$ cat config.mk
export PLATFORM = sky130hd
export DESIGN_NAME = aluDatapath
export DESIGN_NICKNAME = d
export VERILOG_FILES = /design/src/source/mipsPkg.sv /design/src/source/aluDatapath.sv
export VERILOG_INCLUDE_DIRS = /design/src /design/src/include
export SDC_FILE = /design/constraint.sdc
export NUM_CORES = 1
export LEC_CHECK = 0
export ABC_CLOCK_PERIOD_IN_PS = 8900
export BUFFER_PORTS_ARGS = -buffer_cell sky130_fd_sc_hd__buf_2
export CAP_MARGIN = 20
export CELL_PAD_IN_SITES_DETAIL_PLACEMENT = 0
export CELL_PAD_IN_SITES_GLOBAL_PLACEMENT = 1
export CORE_ASPECT_RATIO = 1.5
export CORE_UTILIZATION = 41
export DETAILED_ROUTE_END_ITERATION = 8
export PLACE_DENSITY_LB_ADDON = 0.1
export SLEW_MARGIN = 10
export SYNTH_ARGS = -nofsm -noshare
export SYNTH_HDL_FRONTEND = slang
export SYNTH_SLANG_ARGS = --single-unit
$ cat constraint.sdc
create_clock -name vclk -period 8.9
set_input_delay 1.78 -clock vclk [all_inputs]
set_output_delay 1.78 -clock vclk [all_outputs]
set_load 0.005 [all_outputs]
$ cat src/include/mips_config.svh
`ifndef MIPS_CONFIG_SVH
`define MIPS_CONFIG_SVH

// ####################
// core sizes.
// ####################

// data and instruction word width in bits.
`define MIPS_WORD_W 32

// instruction words held by the ROM.
`define MIPS_ROM_DEPTH 64

// data words held by the RAM.
`define MIPS_RAM_DEPTH 128

// architectural registers, r0 included.
`define MIPS_REG_COUNT 32

`endif

$ cat src/source/mipsPkg.sv
`default_nettype none

`include "mips_config.svh"

package mipsPkg;

	// ####################
	// widths.
	// ####################
	typedef logic [`MIPS_WORD_W-1:0] word_t;
	typedef logic [$clog2(`MIPS_REG_COUNT)-1:0] regAddr_t;
	typedef logic [$clog2(`MIPS_ROM_DEPTH)-1:0] romAddr_t;
	typedef logic [$clog2(`MIPS_RAM_DEPTH)-1:0] ramAddr_t;

	// ####################
	// encodings.
	// ####################
	typedef enum logic [5:0] {
		opRType = 6'h00,
		opJ     = 6'h02,
		opJal   = 6'h03,
		opBeq   = 6'h04,
		opAddi  = 6'h08,
		opLw    = 6'h23,
		opSw    = 6'h2b
	} opcode_t;

	typedef enum logic [5:0] {
		fnJr  = 6'h08,
		fnAdd = 6'h20,
		fnSub = 6'h22,
		fnAnd = 6'h24,
		fnOr  = 6'h25,
		fnSlt = 6'h2a
	} funct_t;

	typedef enum logic [2:0] {aluAdd, aluSub, aluAnd, aluOr, aluSlt} aluOp_t;
	typedef enum logic [1:0] {pcSeq, pcBranch, pcJump, pcReg} pcSel_t;
	typedef enum logic [1:0] {wrAlu, wrMem, wrRet} regWrSel_t;
	typedef enum logic [1:0] {dstRt, dstRd, dstRa} regDstSel_t;

	// ####################
	// bundles.
	// ####################

	// aluOp and aluSrcImm sit on top so the ALU takes them as one slice.
	typedef struct packed {
		aluOp_t     aluOp;
		logic       aluSrcImm;
		logic       memWrite;
		logic       memRead;
		logic       regWrite;
		regDstSel_t regDst;
		regWrSel_t  regWrSel;
		pcSel_t     pcSel;
	} control_t;

	typedef struct packed {
		logic     we;
		romAddr_t addr;
		word_t    data;
	} progLoad_t;

	typedef struct packed {
		logic     valid;
		ramAddr_t addr;
		word_t    data;
	} storeObs_t;

endpackage

`default_nettype wire

$ cat src/source/aluDatapath.sv
`timescale 1ns/100ps
`default_nettype none

module aluDatapath (
	input  wire logic [$bits(mipsPkg::aluOp_t):0] control,
	input  wire mipsPkg::word_t                   regPort1,
	input  wire mipsPkg::word_t                   regPort2,
	input  wire mipsPkg::word_t                   instruction,
	output mipsPkg::word_t                        result,
	output logic                                  zero
);
	import mipsPkg::*;

	aluOp_t aluOp;
	logic   aluSrcImm;
	word_t  immExt;
	word_t  operandB;
	logic   lessThan;

	// ####################
	// operand select.
	// ####################
	assign aluOp     = aluOp_t'(control[$bits(aluOp_t):1]);
	assign aluSrcImm = control[0];

	assign immExt   = {{16{instruction[15]}}, instruction[15:0]};
	assign operandB = aluSrcImm ? immExt : regPort2;

	// ####################
	// compute.
	// ####################

	// slt compares as two's complement.
	assign lessThan = $signed(regPort1) < $signed(operandB);

	always_comb begin
		case (aluOp)
			aluAdd: result = regPort1 + operandB;
			aluSub: result = regPort1 - operandB;
			aluAnd: result = regPort1 & operandB;
			aluOr: result = regPort1 | operandB;
			aluSlt: result = word_t'(lessThan);
			default: result = regPort1 + operandB;
		endcase
	end

	// beq relies on this after a subtract.
	assign zero = (result == '0);

endmodule

`default_nettype wire

; ---- Word level (Yosys, flattened, before mapping)
; Cells that the tools add are included.
[totals]
reg_bits = 0
input_bits = 100
out_inout_bits = 33
word_cells = 12
[classes]
n_lt_le_gt_ge = 1
muxes = 2
add_sub_neg = 2
n_reduce_logical = 1
eq_ne = 4
bitwise_logic = 2
[ops]
columns = cell, n
row1 = $pmux W32 S4, 1
row2 = $add A32 B32 Y32, 1
row3 = $and A32 B32 Y32, 1
row4 = $logic_not A32 Y1, 1
row5 = $lt A32 B32 Y1, 1
row6 = $mux W32, 1
row7 = $or A32 B32 Y32, 1
row8 = $sub A32 B32 Y32, 1
row9 = $eq A3 B2 Y1 const B, 2
row10 = $eq A3 B1 Y1 const B, 1
row11 = $eq A3 B3 Y1 const B, 1

; ---- Longest topological paths before layout
[logic_depth]
depth_word = 4
mapped_depth = 18

; ---- Least setup slack after synthesis
; No wires, ideal clock.
[synth_timing]
kind = input port to output port
startpoint = input port control[0] in the netlist's numbering
endpoint = output port zero
t_required_ps = 7120
cell_stages = 14
arrival_ps = 5716
path_slack_ps = 1404
n_path_buf = 2
path_cell_list = clkbuf_1 -> clkbuf_1 -> mux2i_1 -> inv_1 -> fa_1 -> a21o_1 -> a21o_1 -> a221o_1 -> a22o_1 -> or4_1 -> or4b_1 -> nor4_1 -> nand4_1 -> nor2_1
[synth_via]
elab_chain_cells = 4
elab_cells_between_ends = 8
[synth_lines]
columns = item, line_no
row1 = start: declaration, aluDatapath.sv:5  ; input wire logic [$bits(mipsPkg::aluOp_t):0] control,
row2 = $mux W32 *, aluDatapath.sv:27  ; assign operandB = aluSrcImm ? immExt : regPort2;
row3 = "$add A32 B32 Y32, or another cell as far along", "aluDatapath.sv:38, aluDatapath.sv:43"
row4 = $pmux W32 S4 *, aluDatapath.sv:37  ; case (aluOp)
row5 = named net result[4], aluDatapath.sv:9  ; output mipsPkg::word_t result,
row6 = $logic_not A32 Y1 *, aluDatapath.sv:48  ; assign zero = (result == '0);
row7 = end: declaration, aluDatapath.sv:10  ; output logic zero
; The timed path passes the listed nets; every way through them passes the cells marked *.

; ---- Worst setup path in the final report
[layout_timing]
startpoint = input port control[0] in the netlist's numbering
endpoint = output port zero
[layout_via]
elab_chain_cells = 4
elab_cells_between_ends = 8
[layout_lines]
columns = item, line_no
row1 = $mux W32 *, aluDatapath.sv:27
row2 = "$add A32 B32 Y32, or another cell as far along", "aluDatapath.sv:38, aluDatapath.sv:43"
row3 = $pmux W32 S4 *, aluDatapath.sv:37
row4 = $logic_not A32 Y1 *, aluDatapath.sv:48
; Every way passes the cells marked *; elsewhere a longest branch is shown, timed or not.

==> impl_metrics.yaml <==
timing:
  setup_tns_ns: 0
  timing.hold.ws_ns: 4.170
  hold_violation_count_in_the_final_report: 0
  rsz0062_at_grt: "no"
  post-route-period-util_pct: 91.80
  final_max_slew_viol_count: 0
  fmax_ghz: 0.1224
  worst-slew-pin-transition_ns: 0.9859
  post-route-worst-setup-slack_ns: 0.7298
  relSlewSlack_pct: 32.57
  report.final.setup_viol: 0
  post-route-min-period_ns: 8.170
clocking:
  cts.repair.resized: 0
  post_cts_buffers: 0
  cts_hold_repair.buffers: 0
placed_design:
  place.detailed.instances: 1211
  gp_congestion: 1.021
  dpl_cell_area_sq_mm: 0.006949
  pre_cts_ws_ns: 0.7660
  dp_hpwl_mm: 20.57
  portBuffers: 117
final_layout:
  drive_gt1_share_pct: 16.63
  seq_cell_count: 0
  area.growth.synth_to_final_pct: 12.71
  fin_util_pct: 47.67
  filler_cell_count: 1638
  footprint_of_the_multi_input_gates_sq_mm: 0.005567
  fin_cells: 1212
  n_antenna_cell: 0
  final_net_count: 1223
  seq_area_sq_um: 0
  clkbuf_count: 0
  finish.instance_area_sq_mm: 0.006957
global_route:
  number_of_global_route_vias_before_repair: 7492
  use_met2_pct: 59.25
  grt_start_max_net_pins: 34
  grt.met3_usage_pct: 2.523
  grtUsageTotal_pct: 32.16
  grt_pass1_wl_mm: 39.07
  grt-busiest-layer: "met2"
  use_met1_pct: 33.04
  global_route.overflow_total: 0
  antenna_violations_before_repair: 0
critical_path:
  cp.arrival_ns: 6.39
  worst_setup_path_end_kind: "output pin"
  worst-path-max-fanout: 15
  timing.setup.critical_path_class: "in -> out"
  timing.critical_path.from_type: "primary input"
  required_ns: 7.12
die:
  dieWidth_um: 102.2
  std_cell_rows: 54
  io-pin-count: 133
  core_box_area_sq_mm: 0.01459
  initial_core_util_pct: 42.29
  dieArea_sq_mm: 0.01556
  die_h_um: 152.3
synthesis:
  synthesis.nets: 1136
  post_synth_num_cell_types: 81
  post-synth-top-area-fraction_pct: 20.88
  synth.avg_cell_area_sq_um: 6.630
  yosysTopAreaCell: "sky130_fd_sc_hd__ha_1"
  synth.cell_area_sq_mm: 0.006172
  ys_seq_area_share_pct: 0
  synth_area_leaders: "sky130_fd_sc_hd__ha_1 (21%), sky130_fd_sc_hd__a21oi_1 (6.6%), sky130_fd_sc_hd__inv_1 (6.1%)"
  syn-instance-count: 931
  yosysWarningCount: 0
routing:
  drt_first_pass_iters: 7
  vias_per_cell: 6.219
  via_count: 7538
  detail-route-antenna-nets: 0
  wirelength_mm: 25.11
  drt_first_iter_violations: 418
  routedWlPerCell_um: 20.72
  drc: 0
power:
  power_density_mw_per_mm2: 83.65
  fin_total_pwr_uw: 581.9
  irDropWorstVdd_mv: 0.03133
  power.static_leakage_nw: 3.347
outcome:
  outcome: "finished clean"
job:
  drv.max_cap_violation_count: 0
worst_hold_path:
  hold_path_class: "in -> out"
-- power breakdown --
part	switching [mW]	internal, mW
registers	0	0
logic	0.366	0.216
clock network	0	0
total	0.366	0.216
-- layer usage --
layer  wire, um  vias up
met5          0        -
met2      12950      319
met4       2127        0
met3       1055      124
li1           -     3627
met1       8977     3468
-- synth_stat cells, types with 7 or more instances --
cell                       instances
sky130_fd_sc_hd__o21bai_1         10
sky130_fd_sc_hd__nand2b_1         13
sky130_fd_sc_hd__o221ai_1          8
sky130_fd_sc_hd__o22ai_1          11
sky130_fd_sc_hd__a21oi_1          81
sky130_fd_sc_hd__nor4_1           18
sky130_fd_sc_hd__nand4_1          14
sky130_fd_sc_hd__nor2b_1          16
sky130_fd_sc_hd__nand2_1          79
sky130_fd_sc_hd__mux2i_1          30
sky130_fd_sc_hd__o21ai_0          49
sky130_fd_sc_hd__inv_1           100
sky130_fd_sc_hd__o31ai_1          10
sky130_fd_sc_hd__a221oi_1          9
sky130_fd_sc_hd__buf_2            17
sky130_fd_sc_hd__o211ai_1         19
sky130_fd_sc_hd__a21o_1           14
sky130_fd_sc_hd__a31oi_1          14
sky130_fd_sc_hd__xnor2_1           8
sky130_fd_sc_hd__o21a_1            9
sky130_fd_sc_hd__nor2_1           71
sky130_fd_sc_hd__nor3_1           19
sky130_fd_sc_hd__ha_1            103
sky130_fd_sc_hd__or4_1             7
sky130_fd_sc_hd__a211oi_1         12
sky130_fd_sc_hd__or3_1             9
sky130_fd_sc_hd__nand3_1          22
sky130_fd_sc_hd__clkbuf_1         34
sky130_fd_sc_hd__a32oi_1           7
sky130_fd_sc_hd__and2_1            8
-- cell type report --
cell class	count	area share, %
inverters	101	5.450
multi-input cells	774	80.02
well taps	196	3.525
repair buffers	141	11.01
-- worst max-delay path, cell delays in order --
cell and delay (ns):
sky130_fd_sc_hd__buf_2 0.39, sky130_fd_sc_hd__mux2i_1 0.21, sky130_fd_sc_hd__ha_1 0.59, sky130_fd_sc_hd__nand4_1 0.30, sky130_fd_sc_hd__nor3_1 0.43, sky130_fd_sc_hd__a32oi_1 0.24, sky130_fd_sc_hd__a221oi_1 0.47, sky130_fd_sc_hd__mux2i_1 0.23
sky130_fd_sc_hd__nand3_1 0.09, sky130_fd_sc_hd__or4_1 0.59, sky130_fd_sc_hd__nor4b_1 0.55, sky130_fd_sc_hd__nand4_1 0.24, sky130_fd_sc_hd__nor2_1 0.14, sky130_fd_sc_hd__buf_2 0.12
-- cells by family (layout without fill, tap and decap cells) --
family	Yosys count	after routing	share of synthesized area, %
AO/OA/AOI/OAI	329	329	37.46
buffers and inverters	157	242	10.01
AND/OR/NAND/NOR	296	296	23.98
adder cells (fa/ha/maj)	105	105	21.53
XOR/XNOR	10	10	1.419
multiplexers	34	34	5.595
-- worst paths after layout --
kind / start / endpoint / cells past startpoint
setup / recovery: control[0] / zero / 14
hold / removal: regPort1[30] / result[30] / 5
-- cells in the final DEF, fill, tap and decap left out, drive strengths merged, types with 9 or more instances in the layout --
cell and n:
buf 141, ha 103, inv 100, a21oi 81
nand2 79, nor2 71, o21ai 50, mux2i 30
nand3 22, o211ai 20, nor3 19, nor4 18
nor2b 16, a31oi 14, nand4 14, a21o 14
nand2b 13, a211oi 12, o22ai 11, o31ai 11
a221oi 11, o21bai 10, o21a 9, or3 9
Power figures use the tool's default switching activity.
