===== src/include/mips_config.svh =====
`ifndef MIPS_CONFIG_SVH
`define MIPS_CONFIG_SVH

// ####################
// core sizes.
// ####################

// data and instruction word width in bits.
`define MIPS_WORD_W 32

// instruction words held by the ROM.
`define MIPS_ROM_DEPTH 64

// data words held by the RAM.
`define MIPS_RAM_DEPTH 128

// architectural registers, r0 included.
`define MIPS_REG_COUNT 32

`endif


===== src/source/mipsPkg.sv =====
`default_nettype none

`include "mips_config.svh"

package mipsPkg;

	// ####################
	// widths.
	// ####################
	typedef logic [`MIPS_WORD_W-1:0] word_t;
	typedef logic [$clog2(`MIPS_REG_COUNT)-1:0] regAddr_t;
	typedef logic [$clog2(`MIPS_ROM_DEPTH)-1:0] romAddr_t;
	typedef logic [$clog2(`MIPS_RAM_DEPTH)-1:0] ramAddr_t;

	// ####################
	// encodings.
	// ####################
	typedef enum logic [5:0] {
		opRType = 6'h00,
		opJ     = 6'h02,
		opJal   = 6'h03,
		opBeq   = 6'h04,
		opAddi  = 6'h08,
		opLw    = 6'h23,
		opSw    = 6'h2b
	} opcode_t;

	typedef enum logic [5:0] {
		fnJr  = 6'h08,
		fnAdd = 6'h20,
		fnSub = 6'h22,
		fnAnd = 6'h24,
		fnOr  = 6'h25,
		fnSlt = 6'h2a
	} funct_t;

	typedef enum logic [2:0] {aluAdd, aluSub, aluAnd, aluOr, aluSlt} aluOp_t;
	typedef enum logic [1:0] {pcSeq, pcBranch, pcJump, pcReg} pcSel_t;
	typedef enum logic [1:0] {wrAlu, wrMem, wrRet} regWrSel_t;
	typedef enum logic [1:0] {dstRt, dstRd, dstRa} regDstSel_t;

	// ####################
	// bundles.
	// ####################

	// aluOp and aluSrcImm sit on top so the ALU takes them as one slice.
	typedef struct packed {
		aluOp_t     aluOp;
		logic       aluSrcImm;
		logic       memWrite;
		logic       memRead;
		logic       regWrite;
		regDstSel_t regDst;
		regWrSel_t  regWrSel;
		pcSel_t     pcSel;
	} control_t;

	typedef struct packed {
		logic     we;
		romAddr_t addr;
		word_t    data;
	} progLoad_t;

	typedef struct packed {
		logic     valid;
		ramAddr_t addr;
		word_t    data;
	} storeObs_t;

endpackage

`default_nettype wire


===== src/source/registerDatapath.sv =====
`timescale 1ns/100ps
`default_nettype none

`include "mips_config.svh"

module registerDatapath (
	input  wire                      clk,
	input  wire                      arstN,
	input  wire                      regWrite,
	input  wire mipsPkg::regDstSel_t regDst,
	input  wire mipsPkg::regWrSel_t  regWrSel,
	input  wire mipsPkg::word_t      instruction,
	input  wire mipsPkg::word_t      aluResult,
	input  wire mipsPkg::word_t      ramOut,
	input  wire mipsPkg::word_t      returnAddr,
	output mipsPkg::word_t           port1,
	output mipsPkg::word_t           port2
);
	import mipsPkg::*;

	word_t    regs [`MIPS_REG_COUNT];
	regAddr_t rs;
	regAddr_t rt;
	regAddr_t rd;
	regAddr_t wrAddr;
	word_t    wrData;

	assign rs = instruction[25:21];
	assign rt = instruction[20:16];
	assign rd = instruction[15:11];

	// r0 is cleared by reset and never written.
	assign port1 = regs[rs];
	assign port2 = regs[rt];

	always_comb begin
		case (regDst)
			dstRd: wrAddr = rd;
			dstRa: wrAddr = regAddr_t'(31);
			default: wrAddr = rt;
		endcase

		case (regWrSel)
			wrMem: wrData = ramOut;
			wrRet: wrData = returnAddr;
			default: wrData = aluResult;
		endcase
	end

	always_ff @(posedge clk or negedge arstN) begin
		if (!arstN) begin
			for (int i = 0; i < `MIPS_REG_COUNT; i++) begin
				regs[i] <= '0;
			end
		end else if (regWrite && wrAddr != '0) begin
			regs[wrAddr] <= wrData;
		end
	end

	aZeroReg: assert property (@(posedge clk) disable iff (!arstN) (rs == '0) |-> (port1 == '0))
		else $error("r0 read back nonzero");

endmodule

`default_nettype wire


===== config.mk =====
export PLATFORM = sky130hd
export DESIGN_NAME = registerDatapath
export DESIGN_NICKNAME = d
export VERILOG_FILES = /design/src/source/mipsPkg.sv /design/src/source/registerDatapath.sv
export VERILOG_INCLUDE_DIRS = /design/src /design/src/include
export SDC_FILE = /design/constraint.sdc
export NUM_CORES = 2
export LEC_CHECK = 0
export CORE_MARGIN = 2
export CORE_UTILIZATION = 48
export DETAILED_ROUTE_END_ITERATION = 8
export DONT_BUFFER_PORTS = 1
export PLACE_DENSITY = 0.72
export SETUP_SLACK_MARGIN = 0.5
export SYNTH_ARGS = -nofsm -noshare
export SYNTH_HDL_FRONTEND = slang
export SYNTH_SLANG_ARGS = --single-unit

===== constraint.sdc =====
create_clock -name clk -period 2.37 [get_ports clk]
set_clock_uncertainty 0.05 [all_clocks]
set_input_delay 0.237 -clock clk [delete_from_list [all_inputs] [get_ports clk]]
set_output_delay 0.237 -clock clk [all_outputs]
set_load 0.005 [all_outputs]

# After elaboration in Yosys (flattened, before gate mapping)
# Cells that the tools add are included.
dict set report word_totals {
  register_bits 1024
}
dict set report classes {
  eq_ne 4
  muxes 11
  n_bitwise 3
  n_reduce_logical 3
  magnitude_cmp 4
}
# op count
set op_table {}
lappend op_table {{$bwmux 1024} 1}
lappend op_table {{$bmux 32 s5} 2}
lappend op_table {{$demux 32 s5} 1}
lappend op_table {{$mux 32} 5}
lappend op_table {{$pmux 32 s2} 1}
lappend op_table {{$ge 6x6->1 const B} 3}
lappend op_table {{$not 5->6} 3}
lappend op_table {{$pmux 5 s2} 1}
lappend op_table {{$lt 6x1->1 const B} 1}
lappend op_table {{$reduce_bool 5->1} 1}
lappend op_table {{$eq 2x1->1 const B} 2}
lappend op_table {{$eq 2x2->1 const B} 2}
lappend op_table {{$logic_and 1x1->1} 2}

# Longest topological paths before layout
dict set report depth {
  word_depth 8
  mapped_depth 10
}

# Worst setup path before layout
# OpenSTA, ideal clock, no wires.
dict set report synth_timing {
  path_type {input to register}
  start {in regDst[0]}
  end {reg regs[929] in the netlist's numbering}
  t_arrival_ns 2.456
  path_slack_ns -0.261
  stages 8
  path_buffers 2
  path_cell_list {inv_1 -> ha_1 -> buf_2 -> a211oi_1 -> o22ai_2 -> nor3_1 -> buf_2 -> mux2_2}
}
dict set report synth_via {
  elab_chain_cells 8
}
# element line
set synth_rtl {}
lappend synth_rtl {{from (decl)} registerDatapath.sv:10} ;# input wire mipsPkg::regDstSel_t regDst,
lappend synth_rtl {{$eq 2x2->1 / $eq 2x1->1 (equally long branches)} registerDatapath.sv:37} ;# case (regDst)
lappend synth_rtl {{$pmux 5 s2 (*)} registerDatapath.sv:37}
lappend synth_rtl {{$not 5->6 (not written as such)} registerDatapath.sv:56} ;# regs[wrAddr] <= wrData;
lappend synth_rtl {{$ge 6x6->1 (not written as such) / $lt 6x1->1 (equally long branches)} registerDatapath.sv:56}
lappend synth_rtl {{$logic_and 1x1->1 (not written as such)} registerDatapath.sv:56}
lappend synth_rtl {{$mux 32 (not written as such)} registerDatapath.sv:56}
lappend synth_rtl {{$demux 32 s5} registerDatapath.sv:56}
lappend synth_rtl {{$bwmux 1024} registerDatapath.sv:56}
lappend synth_rtl {{to (signal, indexed assignment)} registerDatapath.sv:56}
lappend synth_rtl {{to (decl)} registerDatapath.sv:21} ;# word_t regs [`MIPS_REG_COUNT];
# Mark *: on every way between the ends. The rest lies on a longest branch, timed or not.
# A chain may end at the register's enable or synchronous reset.

# Final worst setup path
dict set report layout_timing {
  start {in instruction[22]}
  end {out port1[3]}
}
dict set report layout_via {
  elab_chain_cells 4
}
# element line
set layout_rtl {}
lappend layout_rtl {{from (decl)} registerDatapath.sv:12} ;# input wire mipsPkg::word_t instruction,
lappend layout_rtl {{$not 5->6 (not written as such)} registerDatapath.sv:33} ;# assign port1 = regs[rs];
lappend layout_rtl {{$bmux 32 s5} registerDatapath.sv:33}
lappend layout_rtl {{$mux 32 (not written as such) (2 in a row)} registerDatapath.sv:33}
lappend layout_rtl {{to (decl)} registerDatapath.sv:16} ;# output mipsPkg::word_t port1,
# No other way between the ends. The select of a mux whose other input is x is not followed.

==> results.cfg <==
[status]
status = finished, violations left
failed_checks = negative hold slack, max-slew violations, negative setup slack

[clock_tree]
cts_inserted_buffers = 111
cts.sinks = 1024
clk_path_buf_depth = 3
clk_latency_ns = 0.71
cts_tree = done
cts-root-buf = clkbuf_16
clk_pin_slew_worst_paths_ns = 0.06
htreeDepth = 3

[floorplan]
start_util_pct = 48.3
placementRows = 125
dieArea_sq_mm = 0.119
die-height_microns = 345
fp.coreArea_sq_mm = 0.116
io_pins = 199
die_x_microns = 345

[pwr]
power_density_mw_per_mm2 = 960
power_leakage_nw = 30.7
power_mw = 62.6
ir_drop_uv = 692

[min_path]
hp-class = in2async

[layout]
fillCellCount = 9278
final_util_pct = 56.2
synthToLayoutAreaGrowth_pct = 16.4
stdcell_area_sq_mm = 0.0652
largest_register_ffs = 1024
regMostFlops = regs
largestRegisters = regs x1024
drive_above_1_share_pct = 32.8
final_nets = 4804

[worst_setup_path]
endpoint_kind = primary output
path_buf_inv = 0
cp-start-kind = input pin
crit_fanout = 512
cp_slowest_cell = mux2i_1
critPathRequiredTime_ns = 2.08
worst-r2r-setup-slack_ns = 1.30
cp.arrival_ns = 2.80
crit_path_cell_trace = mux2i_1 -> a22oi_1 -> nand3_1 -> nand4_1
critPathKind = in2out
crit_family = multiplexers
max_stage_delay_ns = 0.77

[timing]
slew_viol_final = 738
maxSlewHeadroom_pct = -67.8
setup_viol = 48
period_needed_ns = 3.09
tns_ns = -9.92
whs_ns = -0.302
worst_slack_ns = -0.722
max_clock_freq_ghz = 0.323
timing_worst_slew_pin_value_ns = 2.52
rsz0062_at_grt = true
post-route-period-util_pct = 130
finalHoldViolations = 377

[grt]
antenna_found_initial = 0
grt_usage_pct = 28.8
grt_start_max_net_pins = 1025
grt_pass1_vias = 40500
grt_remaining_overflow = 0
grt_pass1_wl_microns = 263000

[logic_synthesis]
synth.largest_area_cell = dfrtp_1
ys_seq_area_share_pct = 45.8
synth-seq-cells = 1024
synthCells = 4743
ys_top_cells_by_area = dfrtp_1 46%, mux2_2 19%, mux2i_1 18%, a22oi_1 4.7%, nand3_1 2.3%
synth_top_area_share_pct = 45.8
ys_types = 38
yosys_warnings = 0
syn_nets = 4883
synth.cell_area_sq_mm = 0.0560
syn_avg_cell_area_sq_um = 11.8

[place]
gp_congestion = 0.839
dp_hpwl_microns = 99900
io_buffers = 0
placedInstanceArea_sq_mm = 0.0597

[drt]
vias = 41000
avgRoutedWirePerCell_microns = 28.8
drt_iter0_markers = 5221
drcViolationCount = 0
via_per_inst = 6.53
drt-total-wl_microns = 181000
drtAntennaViolNets = 0
firstDrtPassIters = 6

[flow_run]
maxCapViolations = 0
-- per-stage QoR --
stage | setup slack, ns | cells
3_5_place_dp | -0.309 | 5991
4_1_cts | 0.103 | 6228
5_1_grt | 0.0310 | 6275
6_report | -0.722 | 6277
3_3_place_gp | -0.300 | 5991
2_1_floorplan | -0.0483 | 4743
-- Yosys cell counts --
cell type and instances:
mux2i_1 1024, ha_1 5, and2b_1 1, mux2_1 40, nor4_2 3, a211o_1 4
nor2_1 2, or4_1 2, or3b_1 1, o211ai_1 2, nand3_1 256, or3_1 3
inv_1 4, nor4_4 1, and2_1 2, o22ai_1 1, o21ai_0 33, clkbuf_1 323
nor2b_1 10, nor3_2 9, buf_1 76, a211oi_1 3, nor3_1 14, mux2_2 952
a22oi_1 352, buf_4 1, nand4_1 65, o211ai_2 1, o22ai_2 1, dfrtp_1 1024
or2_2 3, nand2_1 227, o21ai_2 1, a21oi_1 192, a211oi_2 2, buf_2 97
a2bb2oi_1 1, nand2b_1 5
-- cell usage in the layout, fill, tap and decap left out, types with 27 or more instances in the layout --
cell type,n
clkbuf_16,126
mux2_2,842
nand4_1,65
mux2i_1,1023
a21oi_1,192
buf_12,106
o21ai_2,27
clkbuf_8,28
dfrtp_1,1024
buf_4,146
a22oi_1,347
nand3_1,246
mux2_4,128
nand2_1,225
-- logic make-up after synthesis --
group | count (synthesis) | synth area share, %
buffers and inverters | 501 | 3.58
DFF | 1024 | 45.8
AOI/OAI and AO/OA | 593 | 6.99
muxes | 2016 | 38.3
adders and majority gates | 5 | 0.112
and+or+nand+nor | 604 | 5.26
-- final timing paths --
| check | start | end | depth (start not counted) |
|---|---|---|---|
| min | arstN | regs[639]$_DFFE_PN0P_ | 2 |
| min reg2reg | regs[1016]$_DFFE_PN0P_ | regs[1016]$_DFFE_PN0P_ | 0 |
| max reg2reg | regs[353]$_DFFE_PN0P_ | regs[353]$_DFFE_PN0P_ | 3 |
| min in group clk | ramOut[14] | regs[398]$_DFFE_PN0P_ | 4 |
| max in group asynchronous | arstN | regs[111]$_DFFE_PN0P_ | 3 |
| max | instruction[22] | port1[3] | 4 |
-- per-layer routing --
| layer | GRT usage [%] | up-vias | part of all wire (%) |
|---|---|---|---|
| li1 | - | 17400 | - |
| met1 | 39.1 | 21200 | 41 |
| met2 | 45.4 | 1961 | 45 |
| met3 | 5.34 | 467 | 8.7 |
| met4 | 11.8 | 0 | 4.7 |
| met5 | 0 | - | 0 |
-- final cells by class --
class,count,area [sq um],share of cell area [%]
multi-input combinational,3218,29500,45.2
sequential,1024,25600,39.3
timing repair buffer,305,4210,6.46
clock buffer,162,3290,5.05
tap,1524,1910,2.93
clock inverter,38,624,0.958
inverter,4,30.0,0.0461
antenna,2,5.00,0.00768
-- report_power, final --
part	switching, mW	total, mW	internal (mW)
registers	4.83	28.2	23.4
clock network	7.37	18.7	11.3
logic	6.62	15.7	9.08
total	18.8	62.6	43.8
-- repair_timing --
| item | CTS | global route |
|---|---|---|
| resized for setup | 17 | 96 |
| hold buffers | 7 | 4 |
| setup endpoints to repair | 200 | 1157 |
| setup buffers | 25 | 25 |
| cloned | 5 | 14 |
| endpoints found under the hold margin | 1211 | 395 |
| pin swaps | 230 | 89 |
No activity file was read; power rests on OpenSTA's default activity.
