[config.mk]
export PLATFORM = sky130hd
export DESIGN_NAME = pcDatapath
export DESIGN_NICKNAME = d
export VERILOG_FILES = /design/src/source/mipsPkg.sv /design/src/source/pcDatapath.sv
export VERILOG_INCLUDE_DIRS = /design/src /design/src/include
export SDC_FILE = /design/constraint.sdc
export NUM_CORES = 1
export LEC_CHECK = 0
export CAP_MARGIN = 20
export CORE_MARGIN = 1
export CORE_UTILIZATION = 60
export CTS_BUF_LIST = sky130_fd_sc_hd__clkbuf_2 sky130_fd_sc_hd__clkbuf_4 sky130_fd_sc_hd__clkbuf_8
export CTS_CLUSTER_SIZE = 14
export DETAILED_ROUTE_END_ITERATION = 6
export DONT_BUFFER_PORTS = 1
export GPL_TIMING_DRIVEN = 0
export PLACE_DENSITY_LB_ADDON = 0.2
export SLEW_MARGIN = 30
export SYNTH_ARGS = -nofsm -noshare
export SYNTH_HDL_FRONTEND = slang
export SYNTH_SLANG_ARGS = --single-unit
[constraint.sdc]
create_clock -name clk -period 7.8 [get_ports clk]
set_clock_uncertainty 0.15 [all_clocks]
set_input_delay 0.39 -clock clk [delete_from_list [all_inputs] [get_ports clk]]
set_output_delay 0.39 -clock clk [all_outputs]
set_load 0.01 [all_outputs]
[src/include/mips_config.svh]
`ifndef MIPS_CONFIG_SVH
`define MIPS_CONFIG_SVH

// ####################
// core sizes.
// ####################

// data and instruction word width in bits.
`define MIPS_WORD_W 32

// instruction words held by the ROM.
`define MIPS_ROM_DEPTH 64

// data words held by the RAM.
`define MIPS_RAM_DEPTH 128

// architectural registers, r0 included.
`define MIPS_REG_COUNT 32

`endif

[src/source/mipsPkg.sv]
`default_nettype none

`include "mips_config.svh"

package mipsPkg;

	// ####################
	// widths.
	// ####################
	typedef logic [`MIPS_WORD_W-1:0] word_t;
	typedef logic [$clog2(`MIPS_REG_COUNT)-1:0] regAddr_t;
	typedef logic [$clog2(`MIPS_ROM_DEPTH)-1:0] romAddr_t;
	typedef logic [$clog2(`MIPS_RAM_DEPTH)-1:0] ramAddr_t;

	// ####################
	// encodings.
	// ####################
	typedef enum logic [5:0] {
		opRType = 6'h00,
		opJ     = 6'h02,
		opJal   = 6'h03,
		opBeq   = 6'h04,
		opAddi  = 6'h08,
		opLw    = 6'h23,
		opSw    = 6'h2b
	} opcode_t;

	typedef enum logic [5:0] {
		fnJr  = 6'h08,
		fnAdd = 6'h20,
		fnSub = 6'h22,
		fnAnd = 6'h24,
		fnOr  = 6'h25,
		fnSlt = 6'h2a
	} funct_t;

	typedef enum logic [2:0] {aluAdd, aluSub, aluAnd, aluOr, aluSlt} aluOp_t;
	typedef enum logic [1:0] {pcSeq, pcBranch, pcJump, pcReg} pcSel_t;
	typedef enum logic [1:0] {wrAlu, wrMem, wrRet} regWrSel_t;
	typedef enum logic [1:0] {dstRt, dstRd, dstRa} regDstSel_t;

	// ####################
	// bundles.
	// ####################

	// aluOp and aluSrcImm sit on top so the ALU takes them as one slice.
	typedef struct packed {
		aluOp_t     aluOp;
		logic       aluSrcImm;
		logic       memWrite;
		logic       memRead;
		logic       regWrite;
		regDstSel_t regDst;
		regWrSel_t  regWrSel;
		pcSel_t     pcSel;
	} control_t;

	typedef struct packed {
		logic     we;
		romAddr_t addr;
		word_t    data;
	} progLoad_t;

	typedef struct packed {
		logic     valid;
		ramAddr_t addr;
		word_t    data;
	} storeObs_t;

endpackage

`default_nettype wire

[src/source/pcDatapath.sv]
`timescale 1ns/100ps
`default_nettype none

module pcDatapath (
	input  wire                  clk,
	input  wire                  arstN,
	input  wire mipsPkg::pcSel_t pcSel,
	input  wire                  zero,
	input  wire mipsPkg::word_t  instruction,
	input  wire mipsPkg::word_t  regPort1,
	output mipsPkg::word_t       addrCurr,
	output mipsPkg::word_t       returnAddr
);
	import mipsPkg::*;

	word_t pcPlus4;
	word_t branchTarget;
	word_t jumpTarget;
	word_t addrNext;

	// ####################
	// next address.
	// ####################
	assign pcPlus4      = addrCurr + word_t'(4);
	assign branchTarget = pcPlus4 + {{14{instruction[15]}}, instruction[15:0], 2'b00};
	assign jumpTarget   = {pcPlus4[31:28], instruction[25:0], 2'b00};

	// jal links to the instruction after itself.
	assign returnAddr = pcPlus4;

	always_comb begin
		case (pcSel)
			pcSeq: addrNext = pcPlus4;
			pcBranch: addrNext = zero ? branchTarget : pcPlus4;
			pcJump: addrNext = jumpTarget;
			pcReg: addrNext = regPort1;
			default: addrNext = pcPlus4;
		endcase
	end

	// ####################
	// pc register.
	// ####################
	always_ff @(posedge clk or negedge arstN) begin
		if (!arstN) begin
			addrCurr <= '0;
		end else begin
			addrCurr <= addrNext;
		end
	end

	aPcAligned: assert property (@(posedge clk) disable iff (!arstN) addrCurr[1:0] == 2'b00)
		else $error("pc left word alignment");

endmodule

`default_nettype wire

Yosys cells after proc, flatten, opt, wreduce, memory -nomap -nowiden
Index checks and enable logic that the tools add are counted.
- $add $sub $neg: 2
- multiply operators: 0
- div/mod/pow operators: 0
- $lt $le $gt $ge: 0
- equality and inequality tests: 3
- shift operators: 0
- mux-type cells: 2
- bitwise logic cells: 0
- reductions and logical operators: 1
- operators by type and width (operator ; number):
    case mux 32 bit (4 select lines) ; 1
    adder 32 x 3 -> 32 bit, second input constant ; 1
    adder 32 bit ; 1
    two-way mux 32 bit ; 1
    equality test 2 bit, second input constant ; 2
    equality test 2 x 1 -> 1 bit, second input constant ; 1
    zero test 2 bit ; 1
- bits in registers: 32
- bits in latches: 0
- memory bits (writable): 0
- memory bits (read-only): 0
- input bits: 69
- output and inout bits: 64
- word-level logic and storage cells: 9
- memories: 0

Longest topological paths before layout
Gate-level depths: netlist of the first run.
- word-level depth: 4
- gate-level depth with buffers: 17

Worst setup path after synthesis of the first run
OpenSTA, ideal clock, no wires.
- kind: reg2reg
- start: register addrCurr[2]
- end: register addrCurr[31]
- library setup time: 66 ps
- data arrival time: 3789 ps
- path slack: 3796 ps
- cell stages (with the launch flop): 16
- path buffers: 1
- clock period less this slack: 4004 ps
- path through: dfrtp_1 > ha_1 > nand3_1 > nor2_1 > nand3_1 > nor2_1 > nand3_1 > xnor2_1 > ha_1 > clkdlybuf4s50_2 > a21o_1 > a31oi_1 > a211oi_1 > a211oi_1 > mux2i_1 > o221a_2
- longest elaborated chain between the ends: 4
- RTL lines (item ; RTL line ; text):
    start, declared ; pcDatapath.sv:11 ; output mipsPkg::word_t addrCurr,
    start signal, assigned ; pcDatapath.sv:48 ; addrCurr <= addrNext;
    adder 32 x 3 -> 32 bit ; pcDatapath.sv:24 ; assign pcPlus4 = addrCurr + word_t'(4);
    named net returnAddr[26] ; pcDatapath.sv:12 ; output mipsPkg::word_t returnAddr
    adder 32 bit ; pcDatapath.sv:25 ; assign branchTarget = pcPlus4 + {{14{instruction[15]}}, instruction[15:0], 2'b00};
    two-way mux 32 bit ; pcDatapath.sv:34 ; pcBranch: addrNext = zero ? branchTarget : pcPlus4;
    case mux 32 bit (4 select lines) ; pcDatapath.sv:32 ; case (pcSel)
    named net addrNext[31] ; pcDatapath.sv:19 ; word_t addrNext;
The timed path passes the listed nets, and every way through them passes these cells.

Final worst setup path of the first run
Same ends and word-level chain as after synthesis.

==> results of run 1 <==
## how the worst max path moves through the flow
stage | to | slack [ns] | from | depth (start not counted)
after floorplan | addrCurr[31] | 3.80 | addrCurr[2] | 15
after global placement | addrCurr[31] | 2.90 | addrCurr[2] | 15
after detailed placement | addrCurr[31] | 2.91 | addrCurr[2] | 15
after CTS | addrCurr[31] | 2.89 | addrCurr[2] | 15
after global routing | addrCurr[31] | 2.56 | addrCurr[2] | 15
final | addrCurr[31] | 2.74 | addrCurr[2] | 15
## what timing repair did
action                                 in CTS  in global routing
hold buffers                                2                  0
endpoints found under the hold margin      32                  0
resized for setup                           0                  0
## kinds of logic (layout without fill, tap and decap cells)
group           Yosys count  after routing  share of synthesized area [%]
compound gates          154            154                           26.8
xor+xnor                 48             48                           10.9
fa+ha+maj                35             35                           11.5
buf+inv                  34             44                           4.40
flops                    32             32                           20.7
mux                      25             25                           6.61
simple gates            151            151                           19.0
## Yosys cell counts (all sizes together), types with 3 or more instances
library cell,number
ha,34
nor3,10
a22oi,7
and2,6
nor2b,6
buf,5
mux2,4
nand2b,3
o21bai,3
o21a,6
nor2,35
o22ai,5
o21ai,19
a21o,16
nand2,46
nand3,20
xnor2,30
or2,3
inv,13
nand4,9
clkbuf,14
a21oi,55
dfrtp,32
a31oi,5
and3,7
mux2i,21
a211oi,17
xor2,18
## cell usage in the layout (no fill, tap or decap), drive strengths merged, types with 16 or more instances in the layout
cell | Yosys | final
xnor2 | 30 | 30
o21ai | 19 | 19
a21oi | 55 | 55
a211oi | 17 | 17
mux2i | 21 | 21
clkbuf | 14 | 21
dfrtp | 32 | 32
nor2 | 35 | 35
xor2 | 18 | 18
nand2 | 46 | 46
nand3 | 20 | 20
ha | 34 | 34
a21o | 16 | 16
## stage by stage
step           total power, mW  cells  hold slack, ns  instance area (um2)  worst slack, ns
2_1_floorplan            0.623    479         -0.0556                 3860             3.80
3_3_place_gp             0.701    554         -0.0547                 3960             2.90
3_5_place_dp             0.713    554         -0.0546                 3960             2.91
4_1_cts                  0.904    564          0.0807                 4110             2.89
5_1_grt                  0.969    564          0.0732                 4110             2.56
6_report                 0.916    564          0.0817                 4110             2.74
## routing by layer
layer,vias to the layer above,GRT usage [%],part of all wire (%)
li1,1785,-,-
met1,1852,45.3,41
met2,258,58.0,45
met5,-,0,0
met4,0,15.6,3.0
met3,45,8.02,11
## power by group
part           switching [mW]  internal [mW]  total (mW)
Clock                  0.0702          0.113       0.183
Combinational           0.288          0.199       0.487
Sequential             0.0521          0.194       0.246
Total                   0.411          0.505       0.916
## layout make-up
cell class | instances | area (um2)
Inverter | 13 | 48.8
Buffer | 21 | 121
Clock buffer | 7 | 96.3
Clock inverter | 1 | 30.0
Fill cell | 514 | 1950
Multi-Input combinational cell | 413 | 2890
Timing Repair Buffer | 2 | 30.0
Sequential cell | 32 | 801
Tap cell | 75 | 93.8
==> metrics.md, run 1 <==
| Metric | Value |
|---|---|
| Setup total negative slack | 0 ns |
| Pin count of the biggest net entering global routing | 33 |
| Maximum net fanout on the critical path | 8 |
| Worst Hold Endpoint | addrCurr[1] |
| CP most frequent cell | sky130_fd_sc_hd__nand3_1 |
| Number of global-route vias before repair | 3624 |
| GRT Residual Overflow | 0 |
| Clock root buffer | sky130_fd_sc_hd__clkbuf_8 |
| Endpoint of the lowest-slack register-to-register path | addrCurr[31] |
| Pre-antenna DRT Iters | 5 |
| Setup violators final | 0 |
| CP max-delay cell | sky130_fd_sc_hd__clkdlybuf4s50_2 |
| Combined area of all synthesized cells | 3860 um2 |
| Count of endpoints failing hold in the final timing report | 0 |
| I/O pin total | 133 |
| Antenna Cells | 0 |
| Register with the most flip-flops | addrCurr |
| Largest registers | addrCurr (32) |
| Top achievable clock speed | 197 MHz |
| Power density over the cells | 223 nW/um2 |
| Count of yosys warnings during synthesis | 0 |
| Flip-flop count of the largest register, all copies and words added | 32 |
| Top flip-flop cell by instance count after synthesis | sky130_fd_sc_hd__dfrtp_1 |
| Syn Inst Count | 479 |
| Delay contributed by the slowest stage of the critical path | 0.57 ns |
| Synth Register Bits | 32 |
| WL final | 12000 um |
| Run status | completed |
| Clock input transition at the sequential cells of the worst setup and hold paths | 0.08 ns |
| Number of buffers added for setup after CTS | 0 |
| Type of the worst setup path | reg2reg |
| Placeable core area | 6060 um2 |
| Number of enable-type register cells in the synthesized netlist | 0 |
| Fin crit share | 64.9% |
| Final core occ | 67.9% |
| Worst-margin pin slew | 0.891 ns |
| Hold depth | 1 |
| Total Nets Final | 592 |
| Number of design rule violations left after detail routing | 0 |
| Reg2Reg Setup Slack | 2.74 ns |
| Clock tree from TritonCTS | yes |
| Starting utilization of the core area | 63.7% |
| Post-synth top area cell | sky130_fd_sc_hd__dfrtp_1 |
| Worst-skew pair later-pin latency | 0.29 ns |
| Clock tree buffer depth | 2 |
| Residual antenna-violating net count after detailed routing | 0 |
| First-pass GRT wire length | 18000 um |
| Die X-Extent | 82.2 um |
| Time the final worst path needs with I/O delays and setup | 5.06 ns |
| HPWL after detailed placement | 9160 um |
| Start point of the worst min-delay path | regPort1[1] |
| Kind of start point of the critical path | flop |
| Routability Congestion | 0.934 |
| Max VDD drop | 106 uV |
| Element type at the critical path end | flop |
| Number of antenna violations at the first check in global routing | 0 |
| Largest cells by area after synthesis | sky130_fd_sc_hd__dfrtp_1 21%, sky130_fd_sc_hd__ha_1 11%, sky130_fd_sc_hd__a21oi_1 7.1% |
| Max Cap Violations | 0 |
| Iteration-0 DRC count of the detailed router | 243 |
| Worst path required time | 7.88 ns |
| Global router's overall resource usage | 35.8% |
| Routed len/inst | 21.3 um |
| Die Span Y | 82.2 um |
| Vias per cell | 6.99 |
| Net count after synthesis | 583 |
| Share of flip-flops with an asynchronous set or reset after synthesis | 100% |
| Leakage Power | 1.77 nW |
| Path type of the worst min-delay path | in2reg |
| Worst r2r path cells | 15 |
| Top cell family by delay on the critical path | simple AND/OR/NAND/NOR gates |
| Proportion of layout cells with a drive suffix above 1 | 6.95% |
| Num Clock Sinks | 32 |
| Number of cell rows | 28 |
| Count of H-tree levels built during CTS | 2 |
| Synthesized area per cell | 8.07 um2 |
| WP data arrival | 5.15 ns |
| Share of the synthesized area in the top cell type | 20.7% |
| Sequential fraction of the synthesis area | 20.7% |
| TritonCTS buffer count | 5 |
| Max-Slew Margin vs Limit | 40.6% |
| Distinct cell type count of the synthesized netlist | 65 |
| I/O Buffers | 0 |
| Unrepaired setup endpoints after global routing | no |
| Floorplan die area | 6760 um2 |
| Number of buffer and inverter stages on the critical path | 1 |
| Area growth from synthesis to final layout | 6.48% |
| Critical path cell sequence | ha_1, nand3_1, nor2_1, nand3_1, nor2_1, nand3_1, xnor2_1, ha_1, clkdlybuf4s50_2, a21o_1, a31oi_1, a211oi_1, a211oi_1, mux2i_1, o221a_2 |
| Total via count after detailed routing | 3940 |
| Final Slew Violations | 0 |
| Origin of the critical flop-to-flop path | addrCurr[2] |
Note: power is estimated with default switching activity, not from simulation.
==> run 2: changes to the inputs <==
==> constraint.sdc (replaced) <==
create_clock -name clk -period 4.2 [get_ports clk]
set_clock_uncertainty 0.15 [all_clocks]
set_input_delay 0.21 -clock clk [delete_from_list [all_inputs] [get_ports clk]]
set_output_delay 0.21 -clock clk [all_outputs]
set_load 0.01 [all_outputs]
==> run 2 against run 1 <==
Against the previous run:
- via count is 3.6% higher
- combinational power is 95% higher
- clock power is 85% higher
- die area stayed put
- clock-buffer cell count stayed put
- worst hold slack worse by 0.079 ns
- sequential power is 90% higher
- cell area is 11% higher
- sequential cell count stayed put
- worst setup slack worse by 2.6 ns
- non-clock buffer count is 28 higher
- global-route usage is 1.6 points higher
==> metrics.md, run 2 (same netlist as run 1, synthesis figures left out) <==
| Metric | Value |
|---|---|
| TritonCTS buffer count | 5 |
| First-pass GRT wire length | 18700 um |
| Register with the most flip-flops | addrCurr |
| Leakage Power | 1.93 nW |
| Max-Slew Margin vs Limit | 37.3% |
| Final core occ | 75.1% |
| Count of endpoints failing hold in the final timing report | 0 |
| Number of buffer and inverter stages on the critical path | 1 |
| Pre-antenna DRT Iters | 7 |
| Iteration-0 DRC count of the detailed router | 266 |
| Run status | completed |
| Worst-skew pair later-pin latency | 0.29 ns |
| Path type of the worst min-delay path | in2reg |
| Top achievable clock speed | 247 MHz |
| Routed len/inst | 21.5 um |
| Total Nets Final | 620 |
| Area growth from synthesis to final layout | 17.9% |
| Max Cap Violations | 0 |
| Vias per cell | 6.88 |
| Start point of the worst min-delay path | regPort1[17] |
| Power density over the cells | 386 nW/um2 |
| Worst path required time | 4.23 ns |
| Most common cell after layout, fill and taps aside | sky130_fd_sc_hd__a21oi_1 |
| Flip-flop count of the largest register, all copies and words added | 32 |
| I/O pin total | 133 |
| Fin crit share | 96.5% |
| Reg2Reg Setup Slack | 0.15 ns |
| Proportion of layout cells with a drive suffix above 1 | 13.2% |
| GRT Residual Overflow | 0 |
| HPWL after detailed placement | 9160 um |
| Largest registers | addrCurr (32) |
| Delay contributed by the slowest stage of the critical path | 0.72 ns |
| Kind of start point of the critical path | flop |
| Routability Congestion | 0.934 |
| Top cell family by delay on the critical path | simple AND/OR/NAND/NOR gates |
| Origin of the critical flop-to-flop path | addrCurr[2] |
| CP max-delay cell | sky130_fd_sc_hd__or4_2 |
| Setup total negative slack | 0 ns |
| Num Clock Sinks | 32 |
| Global router's overall resource usage | 37.3% |
| Number of cell rows | 28 |
| Time the final worst path needs with I/O delays and setup | 4.05 ns |
| Pin count of the biggest net entering global routing | 33 |
| Residual antenna-violating net count after detailed routing | 0 |
| I/O Buffers | 0 |
| Hold depth | 2 |
| Place WS | -0.685 ns |
| WP data arrival | 4.08 ns |
| Layout filler cell count | 456 |
| Critical path cell sequence | ha_1, nand3_2, nor2_4, buf_4, nand3_1, xnor2_2, ha_1, or4_2, o32ai_4, a211oi_2, a211oi_2, o21ai_1, xnor2_1, o21a_1 |
| Count of H-tree levels built during CTS | 2 |
| Number of global-route vias before repair | 3760 |
| Die Span Y | 82.2 um |
| Type of the worst setup path | reg2reg |
| Final Hold Slack | 0.00244 ns |
| Setup violators final | 0 |
| Maximum net fanout on the critical path | 6 |
| Placeable core area | 6060 um2 |
| Final Slew Violations | 0 |
| Number of design rule violations left after detail routing | 0 |
| Starting utilization of the core area | 63.7% |
| Final cell area excluding filler cells | 4550 um2 |
| Die X-Extent | 82.2 um |
| Floorplan die area | 6760 um2 |
| Max VDD drop | 237 uV |
| Worst Hold Endpoint | addrCurr[17] |
| Least setup slack across all paths after layout | 0.147 ns |
| Worst r2r path cells | 14 |
| Element type at the critical path end | flop |
| Endpoint of the lowest-slack register-to-register path | addrCurr[24] |
| Clock root buffer | sky130_fd_sc_hd__clkbuf_8 |
| Number of antenna violations at the first check in global routing | 0 |
| Cell Area, Placed | 3960 um2 |
| Worst-margin pin slew | 0.940 ns |
| WL final | 12800 um |
| Clock input transition at the sequential cells of the worst setup and hold paths | 0.07 ns |
| Commonest non-fill, non-tap cells in the layout | 55 x sky130_fd_sc_hd__a21oi_1, 46 x sky130_fd_sc_hd__nand2_1, 33 x sky130_fd_sc_hd__ha_1 |
| Clock tree buffer depth | 2 |
| Clock tree from TritonCTS | yes |
| Total via count after detailed routing | 4082 |
## run 2: power breakdown
part	switching [mW]	internal (mW)
sequential	0.105	0.363
clock	0.130	0.210
combinational	0.550	0.402
total	0.786	0.974
## run 2: final cells by class
type / instances / area, um2 / area share, %
diodes: 1 / 2.50 / 0.0549
plain buffers: 20 / 110 / 2.42
multi-input cells: 413 / 3050 / 67.0
repair buffers: 31 / 308 / 6.76
well taps: 75 / 93.8 / 2.06
clock inverters: 1 / 30.0 / 0.659
clock buffers: 7 / 96.3 / 2.12
flip-flops and latches: 32 / 813 / 17.9
inverters: 13 / 48.8 / 1.07
## run 2: worst max-delay path by stage
stage / startpoint / slack (ns) / end / cells after the start
after floorplan: addrCurr[2] / 0.20 / addrCurr[31] / 15
after global placement: addrCurr[2] / -0.70 / addrCurr[31] / 15
after detailed placement: addrCurr[2] / -0.69 / addrCurr[31] / 15
after CTS: addrCurr[6] / 0.009 / addrCurr[31] / 15
after global routing: addrCurr[2] / -0.02 / addrCurr[28] / 14
final: addrCurr[2] / 0.15 / addrCurr[24] / 14
## run 2: repair_timing
action | in CTS | in global routing
gates resized for setup | 14 | 23
pin swaps | 2 | 8
setup buffers | 2 | 3
endpoints found under the setup margin | 8 | 10
hold buffers | 24 | 2
hold endpoints to repair | 47 | 1
## run 2: metrics by stage
step | cells | total power [mW]
final | 593 | 1.76
after global routing | 592 | 1.86
after CTS | 588 | 1.71
after detailed placement | 554 | 1.32
after global placement | 554 | 1.30
after floorplan | 479 | 1.16
## run 2: routing by layer
| layer | track usage [%] | share of wire [%] | up-vias |
|---|---|---|---|
| li1 | - | - | 1843 |
| met1 | 47.8 | 40 | 1921 |
| met2 | 59.4 | 45 | 265 |
| met3 | 8.24 | 11 | 53 |
| met4 | 17.4 | 3.5 | 0 |
| met5 | 0 | 0 | - |
